<file path="src/rtl/ahbMatrixPkg.sv">
// Shared widths, encodings and bus structs for the AHB-Lite matrix, imported by every module

package ahbMatrixPkg;

  ////////////////////////////////////////////////////////////////////////////
  // Bus widths
  ////////////////////////////////////////////////////////////////////////////

  // Address and data buses
  localparam int ADDR_W = 32;
  localparam int DATA_W = 32;

  // Master priority, higher value wins
  localparam int PRIO_W = 3;

  ////////////////////////////////////////////////////////////////////////////
  // Encodings
  ////////////////////////////////////////////////////////////////////////////

  // HTRANS as on the AHB-Lite bus
  typedef enum logic [1:0] {
    IDLE   = 2'b00,
    BUSY   = 2'b01,
    NONSEQ = 2'b10,
    SEQ    = 2'b11
  } ahbTrans_e;

  // HRESP, one bit in AHB-Lite
  typedef enum logic {
    OKAY  = 1'b0,
    ERROR = 1'b1
  } ahbResp_e;

  // Master port FSM
  // ERR1 and ERR2 form the two-cycle ERROR response
  typedef enum logic [2:0] {
    MP_IDLE,
    MP_PEND,
    MP_DATA,
    MP_ERR1,
    MP_ERR2
  } mpState_e;

  ////////////////////////////////////////////////////////////////////////////
  // Bus structs
  ////////////////////////////////////////////////////////////////////////////

  // Address phase of one master
  typedef struct packed {
    logic              sel;
    logic [ADDR_W-1:0] addr;
    logic              write;
    logic [2:0]        size;
    ahbTrans_e         trans;
    logic [PRIO_W-1:0] prio;
  } ahbReq_t;

  // Data phase response
  // Ready is HREADYOUT on the slave side, HREADY on the master side
  typedef struct packed {
    logic [DATA_W-1:0] rdata;
    logic              ready;
    ahbResp_e          resp;
  } ahbRsp_t;

endpackage

</file>
<file path="src/rtl/ahbMasterPort.sv">
// Master side of the matrix; decodes the slave map, holds ungranted requests, answers unmapped ones

module ahbMasterPort import ahbMatrixPkg::*; #(
  parameter int                           SLAVES   = 2,
  parameter logic [SLAVES-1:0][ADDR_W-1:0] SLV_BASE = '0,
  parameter logic [SLAVES-1:0][ADDR_W-1:0] SLV_MASK = '0
) (
  input  logic                    HCLK,
  input  logic                    rstN,

  // From the AHB master
  input  ahbReq_t                 req,
  input  logic [DATA_W-1:0]       hwdata,
  input  logic                    hready,
  output ahbRsp_t                 rsp,

  // Towards the slave ports
  output ahbReq_t                 fwdReq,
  output logic [SLAVES-1:0]       selVec,
  output logic [DATA_W-1:0]       fwdHwdata,
  output logic                    canSwitch,
  input  logic [SLAVES-1:0]       grant,
  input  ahbRsp_t [SLAVES-1:0]    slvRsp
);

  mpState_e          state;
  ahbReq_t           pendQ;
  ahbReq_t           curReq;
  ahbRsp_t           dataRsp;
  logic [SLAVES-1:0] dataSlvQ;
  logic [SLAVES-1:0] hitVec;
  logic [SLAVES-1:0] slvReady;
  logic              reqValid;
  logic              curValid;
  logic              mapped;
  logic              taken;

  ////////////////////////////////////////////////////////////////////////////
  // Address phase
  ////////////////////////////////////////////////////////////////////////////

  // BUSY and IDLE carry no transfer
  assign reqValid = req.sel && (req.trans == NONSEQ || req.trans == SEQ);

  // Held request replays first; a new one only when the last data phase ends
  assign curReq   = (state == MP_PEND) ? pendQ : req;
  assign curValid = (state == MP_PEND) || (reqValid && hready && rsp.ready);

  // Slave map decode, lowest matching slave wins on overlap
  always_comb begin
    hitVec = '0;
    mapped = 1'b0;
    for (int s = 0; s < SLAVES; s++) begin
      if (!mapped && ((curReq.addr & SLV_MASK[s]) == SLV_BASE[s])) begin
        hitVec[s] = 1'b1;
        mapped    = 1'b1;
      end
    end
  end

  assign selVec = (curValid && mapped) ? hitVec : '0;

  // Request seen by the slave ports, IDLE when nothing is selected
  always_comb begin
    fwdReq     = curReq;
    fwdReq.sel = |selVec;
    if (selVec == '0) begin
      fwdReq.trans = IDLE;
    end
  end

  // Accepted when granted and the target's previous data phase has ended
  always_comb begin
    for (int s = 0; s < SLAVES; s++) begin
      slvReady[s] = slvRsp[s].ready;
    end
  end

  assign taken = |(selVec & grant & slvReady);

  ////////////////////////////////////////////////////////////////////////////
  // Data phase
  ////////////////////////////////////////////////////////////////////////////

  // Response of the slave owning this master's data phase
  always_comb begin
    dataRsp = '{rdata: '0, ready: 1'b1, resp: OKAY};
    for (int s = 0; s < SLAVES; s++) begin
      if (dataSlvQ[s]) begin
        dataRsp = slvRsp[s];
      end
    end
  end

  // Write data only travels during a data phase
  assign fwdHwdata = (state == MP_DATA) ? hwdata : '0;

  // Slaves may re-arbitrate unless this master is mid data phase
  assign canSwitch = (state != MP_DATA) || dataRsp.ready;

  // Master-side response per FSM state
  always_comb begin
    rsp = '{rdata: '0, ready: 1'b1, resp: OKAY};
    case (state)
      MP_PEND: rsp.ready = 1'b0;
      MP_DATA: rsp = dataRsp;
      MP_ERR1: begin
        rsp.ready = 1'b0;
        rsp.resp  = ERROR;
      end
      MP_ERR2: rsp.resp = ERROR;
      default: ;
    endcase
  end

  ////////////////////////////////////////////////////////////////////////////
  // FSM
  ////////////////////////////////////////////////////////////////////////////

  always_ff @(posedge HCLK) begin
    if (!rstN) begin
      state    <= MP_IDLE;
      dataSlvQ <= '0;
    end else if (curValid && !mapped) begin
      // Default slave, ERROR low-ready then high-ready
      state    <= MP_ERR1;
      dataSlvQ <= '0;
    end else if (taken) begin
      state    <= MP_DATA;
      dataSlvQ <= hitVec;
    end else if (curValid) begin
      state    <= MP_PEND;
      dataSlvQ <= '0;
    end else if (state == MP_ERR1) begin
      state <= MP_ERR2;
    end else if (state != MP_DATA || dataRsp.ready) begin
      state    <= MP_IDLE;
      dataSlvQ <= '0;
    end
  end

  // Hold the address phase that found no grant
  always_ff @(posedge HCLK) begin
    if (curValid && mapped && !taken) begin
      pendQ <= curReq;
    end
  end

endmodule

</file>
<file path="config.mk">
export PLATFORM = sky130hd
export DESIGN_NAME = ahbMasterPort
export DESIGN_NICKNAME = d
export VERILOG_FILES = /design/src/rtl/ahbMatrixPkg.sv /design/src/rtl/ahbMasterPort.sv
export SDC_FILE = /design/constraint.sdc
export NUM_CORES = 1
export LEC_CHECK = 0
export ABC_CLOCK_PERIOD_IN_PS = 3200
export BUFFER_PORTS_ARGS = -buffer_cell sky130_fd_sc_hd__clkbuf_2
export CAP_MARGIN = 20
export CORE_AREA = 2 2 100 102
export CTS_CLUSTER_DIAMETER = 50
export DETAILED_ROUTE_END_ITERATION = 6
export DIE_AREA = 0 0 102 104
export GPL_ROUTABILITY_DRIVEN = 0
export PLACE_DENSITY = 0.66
export SETUP_SLACK_MARGIN = 0.5
export SLEW_MARGIN = 10
export SYNTH_ARGS = -nofsm -noshare
export SYNTH_HDL_FRONTEND = slang
export SYNTH_SLANG_ARGS = --single-unit
</file>
<file path="constraint.sdc">
create_clock -name HCLK -period 3.2 [get_ports HCLK]
set_input_delay 0.32 -clock HCLK [delete_from_list [all_inputs] [get_ports HCLK]]
set_output_delay 0.32 -clock HCLK [all_outputs]
set_load 0.01 [all_outputs]
</file>
== Yosys cells after proc, flatten, opt, wreduce, memory -nomap -nowiden ==
Index checks and enable logic that the tools add are counted.

* Register bits after elaboration: 45
* Bits of input ports: 147
* Output and inout bits: 111
* Logic and storage cells: 56

* Equal/unequal tests: 8
* Multiplexer cells: 16
* Bitwise operators: 3
* Reductions and logical operators: 20

{| class="wikitable"
|+ Operators by type and width
! kind !! count
|-
| $mux 32 || 2
|-
| $mux 41 || 1
|-
| $mux 34 || 1
|-
| $reduce_or 2->1 || 4
|-
| $eq 3x2->1 const B || 2
|-
| $mux 2 || 3
|-
| $mux 3 || 2
|-
| $reduce_bool 3->1 || 2
|-
| $mux 1 || 5
|-
| $eq 2x2->1 const B || 2
|-
| $logic_and 1x1->1 || 4
|-
| $pmux 1 s2 || 2
|-
| $reduce_bool 4->1 || 1
|-
| $reduce_or 4->1 || 1
|-
| $eq 3x1->1 const B || 1
|-
| $eq 3x3->1 const B || 1
|-
| $logic_or 1x1->1 || 3
|-
| $ne 3x2->1 const B || 1
|-
| $ne 3x3->1 const B || 1
|-
| $reduce_or 3->1 || 1
|-
| $and 1x2->2 || 1
|-
| $and 2x2->2 || 1
|-
| $logic_not 2->1 || 1
|-
| $reduce_and 2->1 || 1
|-
| 3 further kinds || 3
|}

== Logic depth before layout (Yosys ltp) ==
Gate-level depths: netlist of run 1.

* Word-level depth: 12
* Depth in mapped cells: 5
* Gate-level depth less buffers: 4

== Worst setup path before layout of run 1 ==
No wires, ideal clock.

* Path kind: register -> register
* Start: register state[1]
* End: register pendQ[0] (netlist name), enable pin
* Library setup time: 0.402 ns
* Arrival: 2.011 ns
* Required time: 2.798 ns
* Path slack: 0.787 ns
* Stages on the path, launching flop included: 4
* Buffers on the path: 0
* Clock period less this slack: 2.413 ns
* Cells stage by stage: dfxtp_1 -> and3b_1 -> o31ai_1 -> and2_1

* Cells in the longest elaborated chain, start to end: 11
* Elaborated cells on any way between the ends: 13
* Classes of those cells: eq/ne: 3; mux: 2; bitwise: 2; reduce/logical: 6

{| class="wikitable"
|+ Ends and longest elaborated chain
! element !! RTL line !! text
|-
| start, declared || ahbMasterPort.sv:26 || <nowiki>mpState_e state;</nowiki>
|-
| start signal, assigned || ahbMasterPort.sv:122 || <nowiki>state <= MP_IDLE;</nowiki>
|-
| start signal, assigned || ahbMasterPort.sv:126 || <nowiki>state <= MP_ERR1;</nowiki>
|-
| start signal, assigned || ahbMasterPort.sv:129 || <nowiki>state <= MP_DATA;</nowiki>
|-
| $eq 3x1->1 or $eq 3x2->1 (tied branches) || ahbMasterPort.sv:47, ahbMasterPort.sv:104 ||
|-
| $reduce_or 2->1 (no line) || n/a ||
|-
| $pmux 1 s2 || ahbMasterPort.sv:104 || <nowiki>case (state)</nowiki>
|-
| $logic_and 1x1->1 || ahbMasterPort.sv:47 || <nowiki>assign curValid = (state == MP_PEND) || (reqValid && hready && rsp.ready);</nowiki>
|-
| $logic_or 1x1->1 (*) || ahbMasterPort.sv:47 ||
|-
| via curValid || ahbMasterPort.sv:34 || <nowiki>logic curValid;</nowiki>
|-
| $mux 1 || ahbMasterPort.sv:61 || <nowiki>assign selVec = (curValid && mapped) ? hitVec : '0;</nowiki>
|-
| $and 1x2->2 || ahbMasterPort.sv:79 || <nowiki>assign taken = |(selVec & grant & slvReady);</nowiki>
|-
| $and 2x2->2 || ahbMasterPort.sv:79 ||
|-
| $reduce_or 2->1 || ahbMasterPort.sv:79 ||
|-
| $logic_not 1->1 || ahbMasterPort.sv:144 || <nowiki>if (curValid && mapped && !taken) begin</nowiki>
|-
| $logic_and 1x1->1 (*) || ahbMasterPort.sv:144 ||
|-
| end signal, assigned || ahbMasterPort.sv:145 || <nowiki>pendQ <= curReq;</nowiki>
|-
| end, declared || ahbMasterPort.sv:27 || <nowiki>ahbReq_t pendQ;</nowiki>
|}

The timed path passes the listed nets; every way through them passes the cells marked *.
A chain may end at the register's enable or synchronous reset.

==> results.sh, run 1 <==
export IMPL_status="completed"
export IMPL_relSlewSlack=0.619
export IMPL_drive_above_1_share=0.644
export IMPL_cts_sinks=45
export IMPL_synth_avg_cell_area_um2=11.4
export IMPL_synth_cell_area_mm2=0.00274
export IMPL_r2r_end="pendQ[17]"
export IMPL_cp_startpoint="state[0]"
export IMPL_fin_area_mm2=0.00377
export IMPL_critical_path_class="flip-flop to output pin"
export IMPL_path_buf_inv=2
export IMPL_worstPathCellList="nor3b_4 -> buf_4 -> mux2_2 -> clkbuf_2"
export IMPL_slew_violations=0
export IMPL_cts_tree="yes"
export IMPL_ys_ff_latch=45
export IMPL_clkSlewWorstSetupHoldPaths_ps=90
export IMPL_crit_path_start_kind="flip-flop"
export IMPL_wl_per_cell_um=13.4
export IMPL_cts_hold_buf=0
export IMPL_rsz0062_at_grt="false"
export IMPL_grt_ovfl_total=0
export IMPL_cts_setup_buffers=0
export IMPL_crit_arrival_ps=2060
export IMPL_synth_seq_area_share=0.479
export IMPL_p_leak_nw=1.86
export IMPL_cts_buffers=5
export IMPL_post_cts_resized=0
export IMPL_rr_startpoint="state[1]"
export IMPL_ys_warn_count=0
export IMPL_setup_tns_ps=0
export IMPL_regArea_mm2=0.00131
export IMPL_cp_depth=4
export IMPL_nets=567
export IMPL_fill_cells=997
export IMPL_antenna_found_initial=0
export IMPL_initial_core_util=0.287
export IMPL_end_kind="output pin"
export IMPL_fin_crit_ps=2380
export IMPL_min_delay_start="rstN"
export IMPL_cp_required_ps=2880
export IMPL_clock_skew_ps=9.82
export IMPL_tightest_slew_ps=567
export IMPL_synthTopCellsByArea="edfxtp_1, and2_1, mux2_2"
export IMPL_drc=0
export IMPL_crit_path_top_delay_cell="dfxtp_1"
export IMPL_avgViaCountPerCell=4.21
export IMPL_cts_buffer_depth=2
export IMPL_r2r_slack_ps=1060
export IMPL_antenna_cells=0
export IMPL_cap_violations=0
export IMPL_portBuffers=221
export IMPL_drt_iter0_drc=82
export IMPL_synth_distinct_cells=24
export IMPL_synth_nets=387
export IMPL_root_buffer="clkbuf_8"
export IMPL_antenna_left=0
export IMPL_drt_pass1_iterations=6
export IMPL_finalCritPeriodShare=0.743
export IMPL_clock_latency_ps=300
export IMPL_synth_cells=240
export IMPL_grt_pass1_vias=2271
export IMPL_utilization=0.395
export IMPL_fp_dieH_um=104
export IMPL_endpoint="fwdReq[17]"
export IMPL_die_area_mm2=0.0106
export IMPL_crit_family="buffers and inverters"
export IMPL_ir_drop_mv=0.147
export IMPL_finalWirelength_mm=7.41
export IMPL_critPathMaxStageDelay_ps=470
export IMPL_area_growth_pct=37.9
export IMPL_synth_top_area_cell="edfxtp_1"
export IMPL_critPathMaxFanout=43
export IMPL_vias=2334
export IMPL_p_per_area_mw_per_mm2=328
export IMPL_synth_top_cell_area_share=0.450
export IMPL_hp_class="input port to flip-flop"
export IMPL_dpl_cell_area_mm2=0.00369
export IMPL_core_mm2=0.00955
export IMPL_ios=258
export IMPL_multi_input_area_mm2=0.00104
export IMPL_fp_dieW_um=102
export IMPL_hold_viol_final=0
export IMPL_fp_row_count=36
export IMPL_grt_pass1_wl_mm=11.1
export IMPL_grt_max_degree=44
export IMPL_grtUsageTotal=0.134
export IMPL_rr_worst_depth=4
export IMPL_place_hpwl_mm=6.13
export IMPL_finalSetupViolCount=0
export IMPL_clock_fmax_mhz=421
export IMPL_h_tree_depth=2
export IMPL_instances_no_fill=554
export IMPL_dp_cells=546
==> layout by cell type (no fill, tap or decap), types with 2 or more instances in the layout <==
master    netlist  final
a21oi_1         2      2
inv_1           5      5
edfxtp_1       41     41
clkinv_2        0      2
clkbuf_8        0      5
mux2_2         36     36
clkbuf_2        0    221
buf_4          46      3
o22ai_1         2      2
nand2_1         9      9
nor2_1          2      2
o21ai_0         4      4
and2_1         65     64
dfxtp_1         4      4
nand3_1         3      3
mux2_1          3      3
and3_1          2      2
==> state kept, by name (all words and copies together) (netlist names) <==
name and flops:
pendQ 41, dataSlvQ 1, state 3
==> report_power, final <==
| group | switching, W | internal [W] | total (W) | leakage, nW |
|---|---|---|---|---|
| Clock | 0.000185 | 0.000152 | 0.000337 | 0.0450 |
| Sequential | 0.00000692 | 0.000673 | 0.000680 | 0.410 |
| Combinational | 0.000102 | 0.000116 | 0.000219 | 1.40 |
==> cell type report <==
class,count,area share
well taps,133,0.0441
repair buffers,225,0.304
inverters,5,0.00498
flip-flops and latches,45,0.348
clock inverters,2,0.00265
clock buffers,6,0.0192
multi-input cells,138,0.277
==> routing by layer <==
metal / routed length (um) / track usage / share of wire / vias to the layer above
met5: 0 / 0 / 0 / -
met4: 69 / 0.0410 / 0.0093 / 0
met3: 549 / 0.0302 / 0.074 / 4
met2: 3920 / 0.254 / 0.53 / 126
met1: 2860 / 0.143 / 0.39 / 1067
li1: - / - / - / 1137
==> cells by family after synthesis <==
group | synth area share
other | 0.00137
AND/OR/NAND/NOR | 0.190
buffers and inverters | 0.141
AO/OA/AOI/OAI | 0.0279
flip-flops | 0.479
multiplexers | 0.160
==> Yosys cell counts (all sizes together) <==
master and number:
a21oi 2, a2bb2oi 1, and2 65, and3 2
and3b 1, buf 46, clkbuf 6, conb 1
dfxtp 4, edfxtp 41, inv 5, mux2 39
nand2 9, nand2b 1, nand3 3, nor2 2
nor3 2, nor3b 1, o21ai 4, o22ai 2
o2bb2ai 1, o311ai 1, o31ai 1
==> stage by stage <==
step                worst slack (ps)  hold WS, ps  power [W]
finish                           823          295    0.00124
global route                     704          290    0.00130
CTS                              784          283    0.00126
detailed placement              1020          542   0.000916
global placement                1010          520   0.000910
floorplan                        787          466   0.000842
==> worst min-delay path by stage <==
stage / to / slack, ps / cells after the start
2_1_floorplan: state[0] / 470 / 1
3_3_place_gp: pendQ[3] / 520 / 2
3_5_place_dp: pendQ[3] / 540 / 2
4_1_cts: state[0] / 280 / 2
5_1_grt: state[0] / 290 / 2
6_report: state[0] / 290 / 2
Power figures use the tool's default switching activity.
==> run 2, diff against run 1 <==
--- a/config.mk
+++ b/config.mk
@@ -5,15 +5,16 @@
 export SDC_FILE = /design/constraint.sdc
 export NUM_CORES = 1
 export LEC_CHECK = 0
-export ABC_CLOCK_PERIOD_IN_PS = 3200
+export ABC_AREA = 1
+export ABC_CLOCK_PERIOD_IN_PS = 2450
 export BUFFER_PORTS_ARGS = -buffer_cell sky130_fd_sc_hd__clkbuf_2
 export CAP_MARGIN = 20
-export CORE_AREA = 2 2 100 102
+export CORE_AREA = 2 2 99 101
 export CTS_CLUSTER_DIAMETER = 50
 export DETAILED_ROUTE_END_ITERATION = 6
-export DIE_AREA = 0 0 102 104
+export DIE_AREA = 0 0 101 103
 export GPL_ROUTABILITY_DRIVEN = 0
-export PLACE_DENSITY = 0.66
+export PLACE_DENSITY = 0.69
 export SETUP_SLACK_MARGIN = 0.5
 export SLEW_MARGIN = 10
 export SYNTH_ARGS = -nofsm -noshare
==> constraint.sdc (replaced) <==
create_clock -name HCLK -period 2.45 [get_ports HCLK]
set_input_delay 0.245 -clock HCLK [delete_from_list [all_inputs] [get_ports HCLK]]
set_output_delay 0.245 -clock HCLK [all_outputs]
set_load 0.01 [all_outputs]
==> run 2 against run 1 <==
Largest cell class is now non-clock buffers. Wire length rose by 4.4%. Largest power group unchanged. Final cell count rose by 11%. Die area fell by 1.9%. Design area rose by 11%. Synthesized cell count rose by 30%. Synthesized area rose by 8.6%. First-iteration DRC count did not move.
==> results.sh, run 2 <==
export IMPL_cts_tree="yes"
export IMPL_fin_crit_ps=1880
export IMPL_antenna_left=0
export IMPL_rr_startpoint="state[2]"
export IMPL_p_sw_w=0.000440
export IMPL_regMostFlops="pendQ"
export IMPL_crit_family="buffers and inverters"
export IMPL_vias=2583
export IMPL_drc=0
export IMPL_drt_pass1_iterations=4
export IMPL_total_power_w=0.00172
export IMPL_antenna_cells=0
export IMPL_critPathMaxStageDelay_ps=360
export IMPL_p_clk_frac=0.269
export IMPL_crit_path_top_delay_cell="dfxtp_2"
export IMPL_synth_top_cell_area_share=0.414
export IMPL_grtUsageTotal=0.125
export IMPL_place_hpwl_mm=5.67
export IMPL_critPathMaxFanout=10
export IMPL_largestRegisters="pendQ x41, state x3, dataSlvQ x1"
export IMPL_p_leak_nw=2.26
export IMPL_min_delay_start="rstN"
export IMPL_h_tree_depth=2
export IMPL_synth_avg_cell_area_um2=9.52
export IMPL_antenna_found_initial=0
export IMPL_synthTopCellsByArea="edfxtp_1, mux2_4, buf_4"
export IMPL_p_per_area_mw_per_mm2=411
export IMPL_rr_worst_depth=8
export IMPL_fp_dieW_um=101
export IMPL_synth_seq_area_share=0.441
export IMPL_fp_dieH_um=103
export IMPL_root_buffer="clkbuf_8"
export IMPL_nets=647
export IMPL_finalSetupViolCount=0
export IMPL_fp_row_count=36
export IMPL_synth_top_area_cell="edfxtp_1"
export IMPL_clock_fmax_mhz=532
export IMPL_die_area_mm2=0.0104
export IMPL_ios=258
export IMPL_grt_max_degree=65
export IMPL_seqPwrFrac=0.517
export IMPL_final_common_cell="clkbuf_2"
export IMPL_grt_pass1_vias=2132
export IMPL_swShare=0.256
export IMPL_cp_required_ps=2200
export IMPL_status="completed"
export IMPL_ys_async_sr_fraction=0
export IMPL_cts_hold_buf=0
export IMPL_critical_path_class="flip-flop to output pin"
export IMPL_cp_depth=5
export IMPL_drt_iter0_drc=82
export IMPL_slew_violations=0
export IMPL_end_kind="output pin"
export IMPL_largest_reg_flops=41
export IMPL_layout_common_cells="clkbuf_2, nor2_1, inv_1, nand2_1, edfxtp_1"
export IMPL_rsz0062_at_grt="true"
export IMPL_wl_per_cell_um=12.6
export IMPL_clock_skew_ps=5.24
export IMPL_clkSlewWorstSetupHoldPaths_ps=90
export IMPL_combPwrFrac=0.214
export IMPL_hp_class="input port to flip-flop"
export IMPL_clock_latency_ps=290
export IMPL_avgViaCountPerCell=4.20
export IMPL_initial_core_util=0.314
export IMPL_cp_startpoint="state[1]"
export IMPL_cts_buffers=5
export IMPL_netlist_top_cells_count="nor2_1, inv_1, nand2_1, buf_4, edfxtp_1"
export IMPL_ir_drop_mv=0.199
export IMPL_path_buf_inv=3
export IMPL_ys_warn_count=0
export IMPL_drive_above_1_share=0.595
export IMPL_synth_cell_area_mm2=0.00297
export IMPL_synthFlopType="edfxtp_1"
export IMPL_crit_path_start_kind="flip-flop"
export IMPL_synth_nets=459
export IMPL_portBuffers=221
export IMPL_core_mm2=0.00946
export IMPL_setup_tns_ps=0
export IMPL_cts_buffer_depth=2
export IMPL_intPower_w=0.00128
export IMPL_grt_ovfl_total=0
export IMPL_cts_sinks=45
export IMPL_finalCritPeriodShare=0.767
export IMPL_crit_arrival_ps=1630
export IMPL_area_growth_pct=40.9
export IMPL_grt_pass1_wl_mm=10.3
export IMPL_ys_ff_latch=45
export IMPL_finalWirelength_mm=7.73
export IMPL_yosysMostFrequentCell="nor2_1"
export IMPL_synth_cells=312
export IMPL_worstPathCellList="clkinvlp_4 -> nand2_8 -> clkbuf_16 -> mux2_4 -> clkbuf_2"
export IMPL_hold_viol_final=0
export IMPL_synth_edff_count=41
export IMPL_hold_depth=3
export IMPL_synth_distinct_cells=20
export IMPL_cap_violations=0
run 2: layout make-up:
type	count	area, um^2
Fill cell	915	5270
Sequential cell	45	1310
Clock buffer	5	68.8
Timing Repair Buffer	236	1320
Multi-Input combinational cell	168	1150
Tap cell	114	143
Clock inverter	3	20.0
Inverter	44	169
run 2: worst paths after layout:
check,to,slack (ps)
min,state[2],220
max reg2reg,pendQ[11],770
min reg2reg,state[2],520
max,fwdReq[16],570
run 2: kinds of logic after synthesis:
family | count (synthesis) | synth area share
AND/OR/NAND/NOR | 122 | 0.163
flip-flops | 45 | 0.441
other | 1 | 0.00126
AO/OA/AOI/OAI | 5 | 0.00842
multiplexers | 39 | 0.193
buffers and inverters | 100 | 0.192
run 2: per-layer routing:
metal | up-vias | global-route usage | part of all wire
li1 | 1308 | - | -
met1 | 1151 | 0.177 | 0.43
met2 | 119 | 0.198 | 0.50
met3 | 5 | 0.0224 | 0.063
met4 | 0 | 0.0312 | 0.0092
met5 | - | 0 | 0
run 2: power by group through the flow:
stage / sequential (W) / clock (W) / combinational, W
5_1_grt: 0.000891 / 0.000513 / 0.000403
2_1_floorplan: 0.000903 / 0 / 0.000243
4_1_cts: 0.000888 / 0.000492 / 0.000354
6_report: 0.000888 / 0.000462 / 0.000368
3_3_place_gp: 0.000904 / 0 / 0.000338
3_5_place_dp: 0.000905 / 0 / 0.000345
run 2: through the flow:
step	hold slack, ps	setup slack (ps)	cell area [um^2]	util	std cells
finish	221	572	4190	0.442	615
global route	246	478	4190	0.442	615
CTS	209	489	4020	0.425	608
detailed placement	489	554	3880	0.410	595
global placement	476	583	3880	0.410	595
floorplan	407	599	2980	-	312
run 2: worst reg2reg max path, cell delays in order (launching register included):
cell     delay, ps
dfxtp_1        450
nor2_4          90
buf_4          150
inv_1           50
nand3_1         90
nand2_2        110
inv_2           70
nor2_4         100
buf_12         240
run 2: repair_timing:
action | CTS | global route
endpoints found under the setup margin | 23 | 101
gates cloned | 1 | 3
pin swaps | 2 | 3
resized for setup | 2 | 22
setup buffers | 4 | 4
==> run 3, diff against run 2 <==
--- a/config.mk
+++ b/config.mk
@@ -5,8 +5,8 @@
 export SDC_FILE = /design/constraint.sdc
 export NUM_CORES = 1
 export LEC_CHECK = 0
-export ABC_AREA = 1
-export ABC_CLOCK_PERIOD_IN_PS = 2450
+export ABC_AREA = 0
+export ABC_CLOCK_PERIOD_IN_PS = 1500
 export BUFFER_PORTS_ARGS = -buffer_cell sky130_fd_sc_hd__clkbuf_2
 export CAP_MARGIN = 20
 export CORE_AREA = 2 2 99 101
==> constraint.sdc (replaced) <==
create_clock -name HCLK -period 1.5 [get_ports HCLK]
set_input_delay 0.15 -clock HCLK [delete_from_list [all_inputs] [get_ports HCLK]]
set_output_delay 0.15 -clock HCLK [all_outputs]
set_load 0.01 [all_outputs]
==> run 3 against run 2 <==
The run now ends with negative setup slack left. Flip-flop and latch count stayed put. Final cell count is 5.9% lower. First-iteration DRC count is 22% lower. Via count hardly changed. Non-clock buffer count is 33 higher. Critical path type unchanged.
==> results.sh, run 3 (synthesis gave the netlist of run 1 again) <==
export IMPL_status="finished with violations"
export IMPL_violations="negative setup slack"
export IMPL_clock_skew_ps=6.30
export IMPL_setup_ws_ps=-318
export IMPL_cts_tree="yes"
export IMPL_path_buf_inv=3
export IMPL_fin_crit_ps=1820
export IMPL_crit_family="buffers and inverters"
export IMPL_p_per_area_mw_per_mm2=634
export IMPL_finalWirelength_mm=8.58
export IMPL_crit_path_start_kind="flip-flop"
export IMPL_cap_violations=0
export IMPL_fp_row_count=36
export IMPL_cts_sinks=45
export IMPL_antenna_cells=0
export IMPL_regMostFlops="pendQ"
export IMPL_final_common_cell="clkbuf_2"
export IMPL_antenna_left=0
export IMPL_grt_pass1_vias=2343
export IMPL_core_mm2=0.00946
export IMPL_dp_cells=537
export IMPL_hold_viol_final=0
export IMPL_drt_pass1_iterations=4
export IMPL_grtUsageTotal=0.135
export IMPL_min_delay_start="grant[0]"
export IMPL_slew_violations=0
export IMPL_nets=611
export IMPL_whs_ps=134
export IMPL_drc=0
export IMPL_worstPathCellList="nor3b_4 -> buf_6 -> clkbuf_16 -> mux2_2 -> clkbuf_2"
export IMPL_largestRegisters="pendQ x41, state x3, dataSlvQ x1"
export IMPL_end_kind="output pin"
export IMPL_hp_class="input port to flip-flop"
export IMPL_p_leak_nw=2.30
export IMPL_root_buffer="clkbuf_8"
export IMPL_instances_no_fill=579
export IMPL_clock_latency_ps=300
export IMPL_h_tree_depth=2
export IMPL_antenna_found_initial=0
export IMPL_rr_startpoint="state[1]"
export IMPL_finalCritPeriodShare=1.21
export IMPL_ir_drop_mv=0.559
export IMPL_fp_dieW_um=101
export IMPL_rsz0062_at_grt="true"
export IMPL_utilization=0.504
export IMPL_grt_pass1_wl_mm=11.0
export IMPL_place_hpwl_mm=5.77
export IMPL_cp_required_ps=1350
export IMPL_grt_max_degree=33
export IMPL_largest_reg_flops=41
export IMPL_critical_path_class="flip-flop to output pin"
export IMPL_cts_buffers=5
export IMPL_drt_iter0_drc=64
export IMPL_setup_tns_ps=-39500
export IMPL_initial_core_util=0.289
export IMPL_crit_arrival_ps=1670
export IMPL_clock_fmax_mhz=550
export IMPL_ios=258
export IMPL_die_area_mm2=0.0104
export IMPL_clkSlewWorstSetupHoldPaths_ps=90
export IMPL_critPathMaxFanout=8
export IMPL_critPathMaxStageDelay_ps=360
export IMPL_cts_buffer_depth=2
export IMPL_portBuffers=221
export IMPL_drive_above_1_share=0.783
export IMPL_area_growth_pct=74.2
export IMPL_layout_common_cells="clkbuf_2, buf_6, edfxtp_1, and2_1"
export IMPL_finalSetupViolCount=152
export IMPL_wl_per_cell_um=14.8
export IMPL_grt_ovfl_total=0
export IMPL_cp_startpoint="state[1]"
export IMPL_cts_hold_buf=0
export IMPL_fp_dieH_um=103
export IMPL_avgViaCountPerCell=4.46
export IMPL_vias=2581
export IMPL_crit_path_top_delay_cell="dfxtp_2"
==> run 3: layout make-up <==
type,instances,area [um^2]
sequential,45,1320
fill,835,4690
clock inverter,3,46.3
timing repair buffer,269,1890
inverter,5,25.0
multi-input combinational,138,1280
tap,114,143
clock buffer,5,68.8
==> run 3: repair_timing <==
action	in CTS	in global routing
pin swaps	6	31
gates cloned	7	1
resized for setup	50	115
buffers inserted	18	8
endpoints found under the hold margin	0	0
endpoints found under the setup margin	195	196
==> run 3: per-layer routing <==
metal	vias to the layer above	track usage	share of wire
li1	1226	-	-
met5	-	0	0
met1	1174	0.159	0.39
met4	0	0.0541	0.039
met3	33	0.0285	0.065
met2	148	0.241	0.51
==> run 3: worst paths after layout <==
kind / to / slack (ps) / cells after the start
max: fwdReq[31] / -320 / 5
min: dataSlvQ[0] / 130 / 3
max reg2reg: pendQ[28] / -280 / 9
min reg2reg: pendQ[3] / 550 / 2
==> run 3: stage by stage <==
| step | setup WS [ps] | area, um^2 | total power [W] |
|---|---|---|---|
| floorplan | -136 | 2770 | 0.00180 |
| global placement | -66.5 | 3790 | 0.00196 |
| detailed placement | -104 | 3790 | 0.00198 |
| CTS | -320 | 4340 | 0.00301 |
| global route | -400 | 4770 | 0.00316 |
| finish | -318 | 4770 | 0.00302 |
==> run 3: report_power, final <==
group / internal, W / switching, W / leakage [nW]
registers: 0.00144 / 0.0000127 / 0.411
logic: 0.000383 / 0.000275 / 1.84
clock network: 0.000499 / 0.000418 / 0.0543
total: 0.00232 / 0.000706 / 2.30
==> run 3: worst reg2reg max path: stages, from the launching register on <==
cell and delay, ps:
dfxtp_2 360, nor3b_4 210, buf_6 160, buf_6 100, buf_6 90, a21oi_4 30, o31ai_4 60, and2_4 240
buf_4 130, buf_6 120
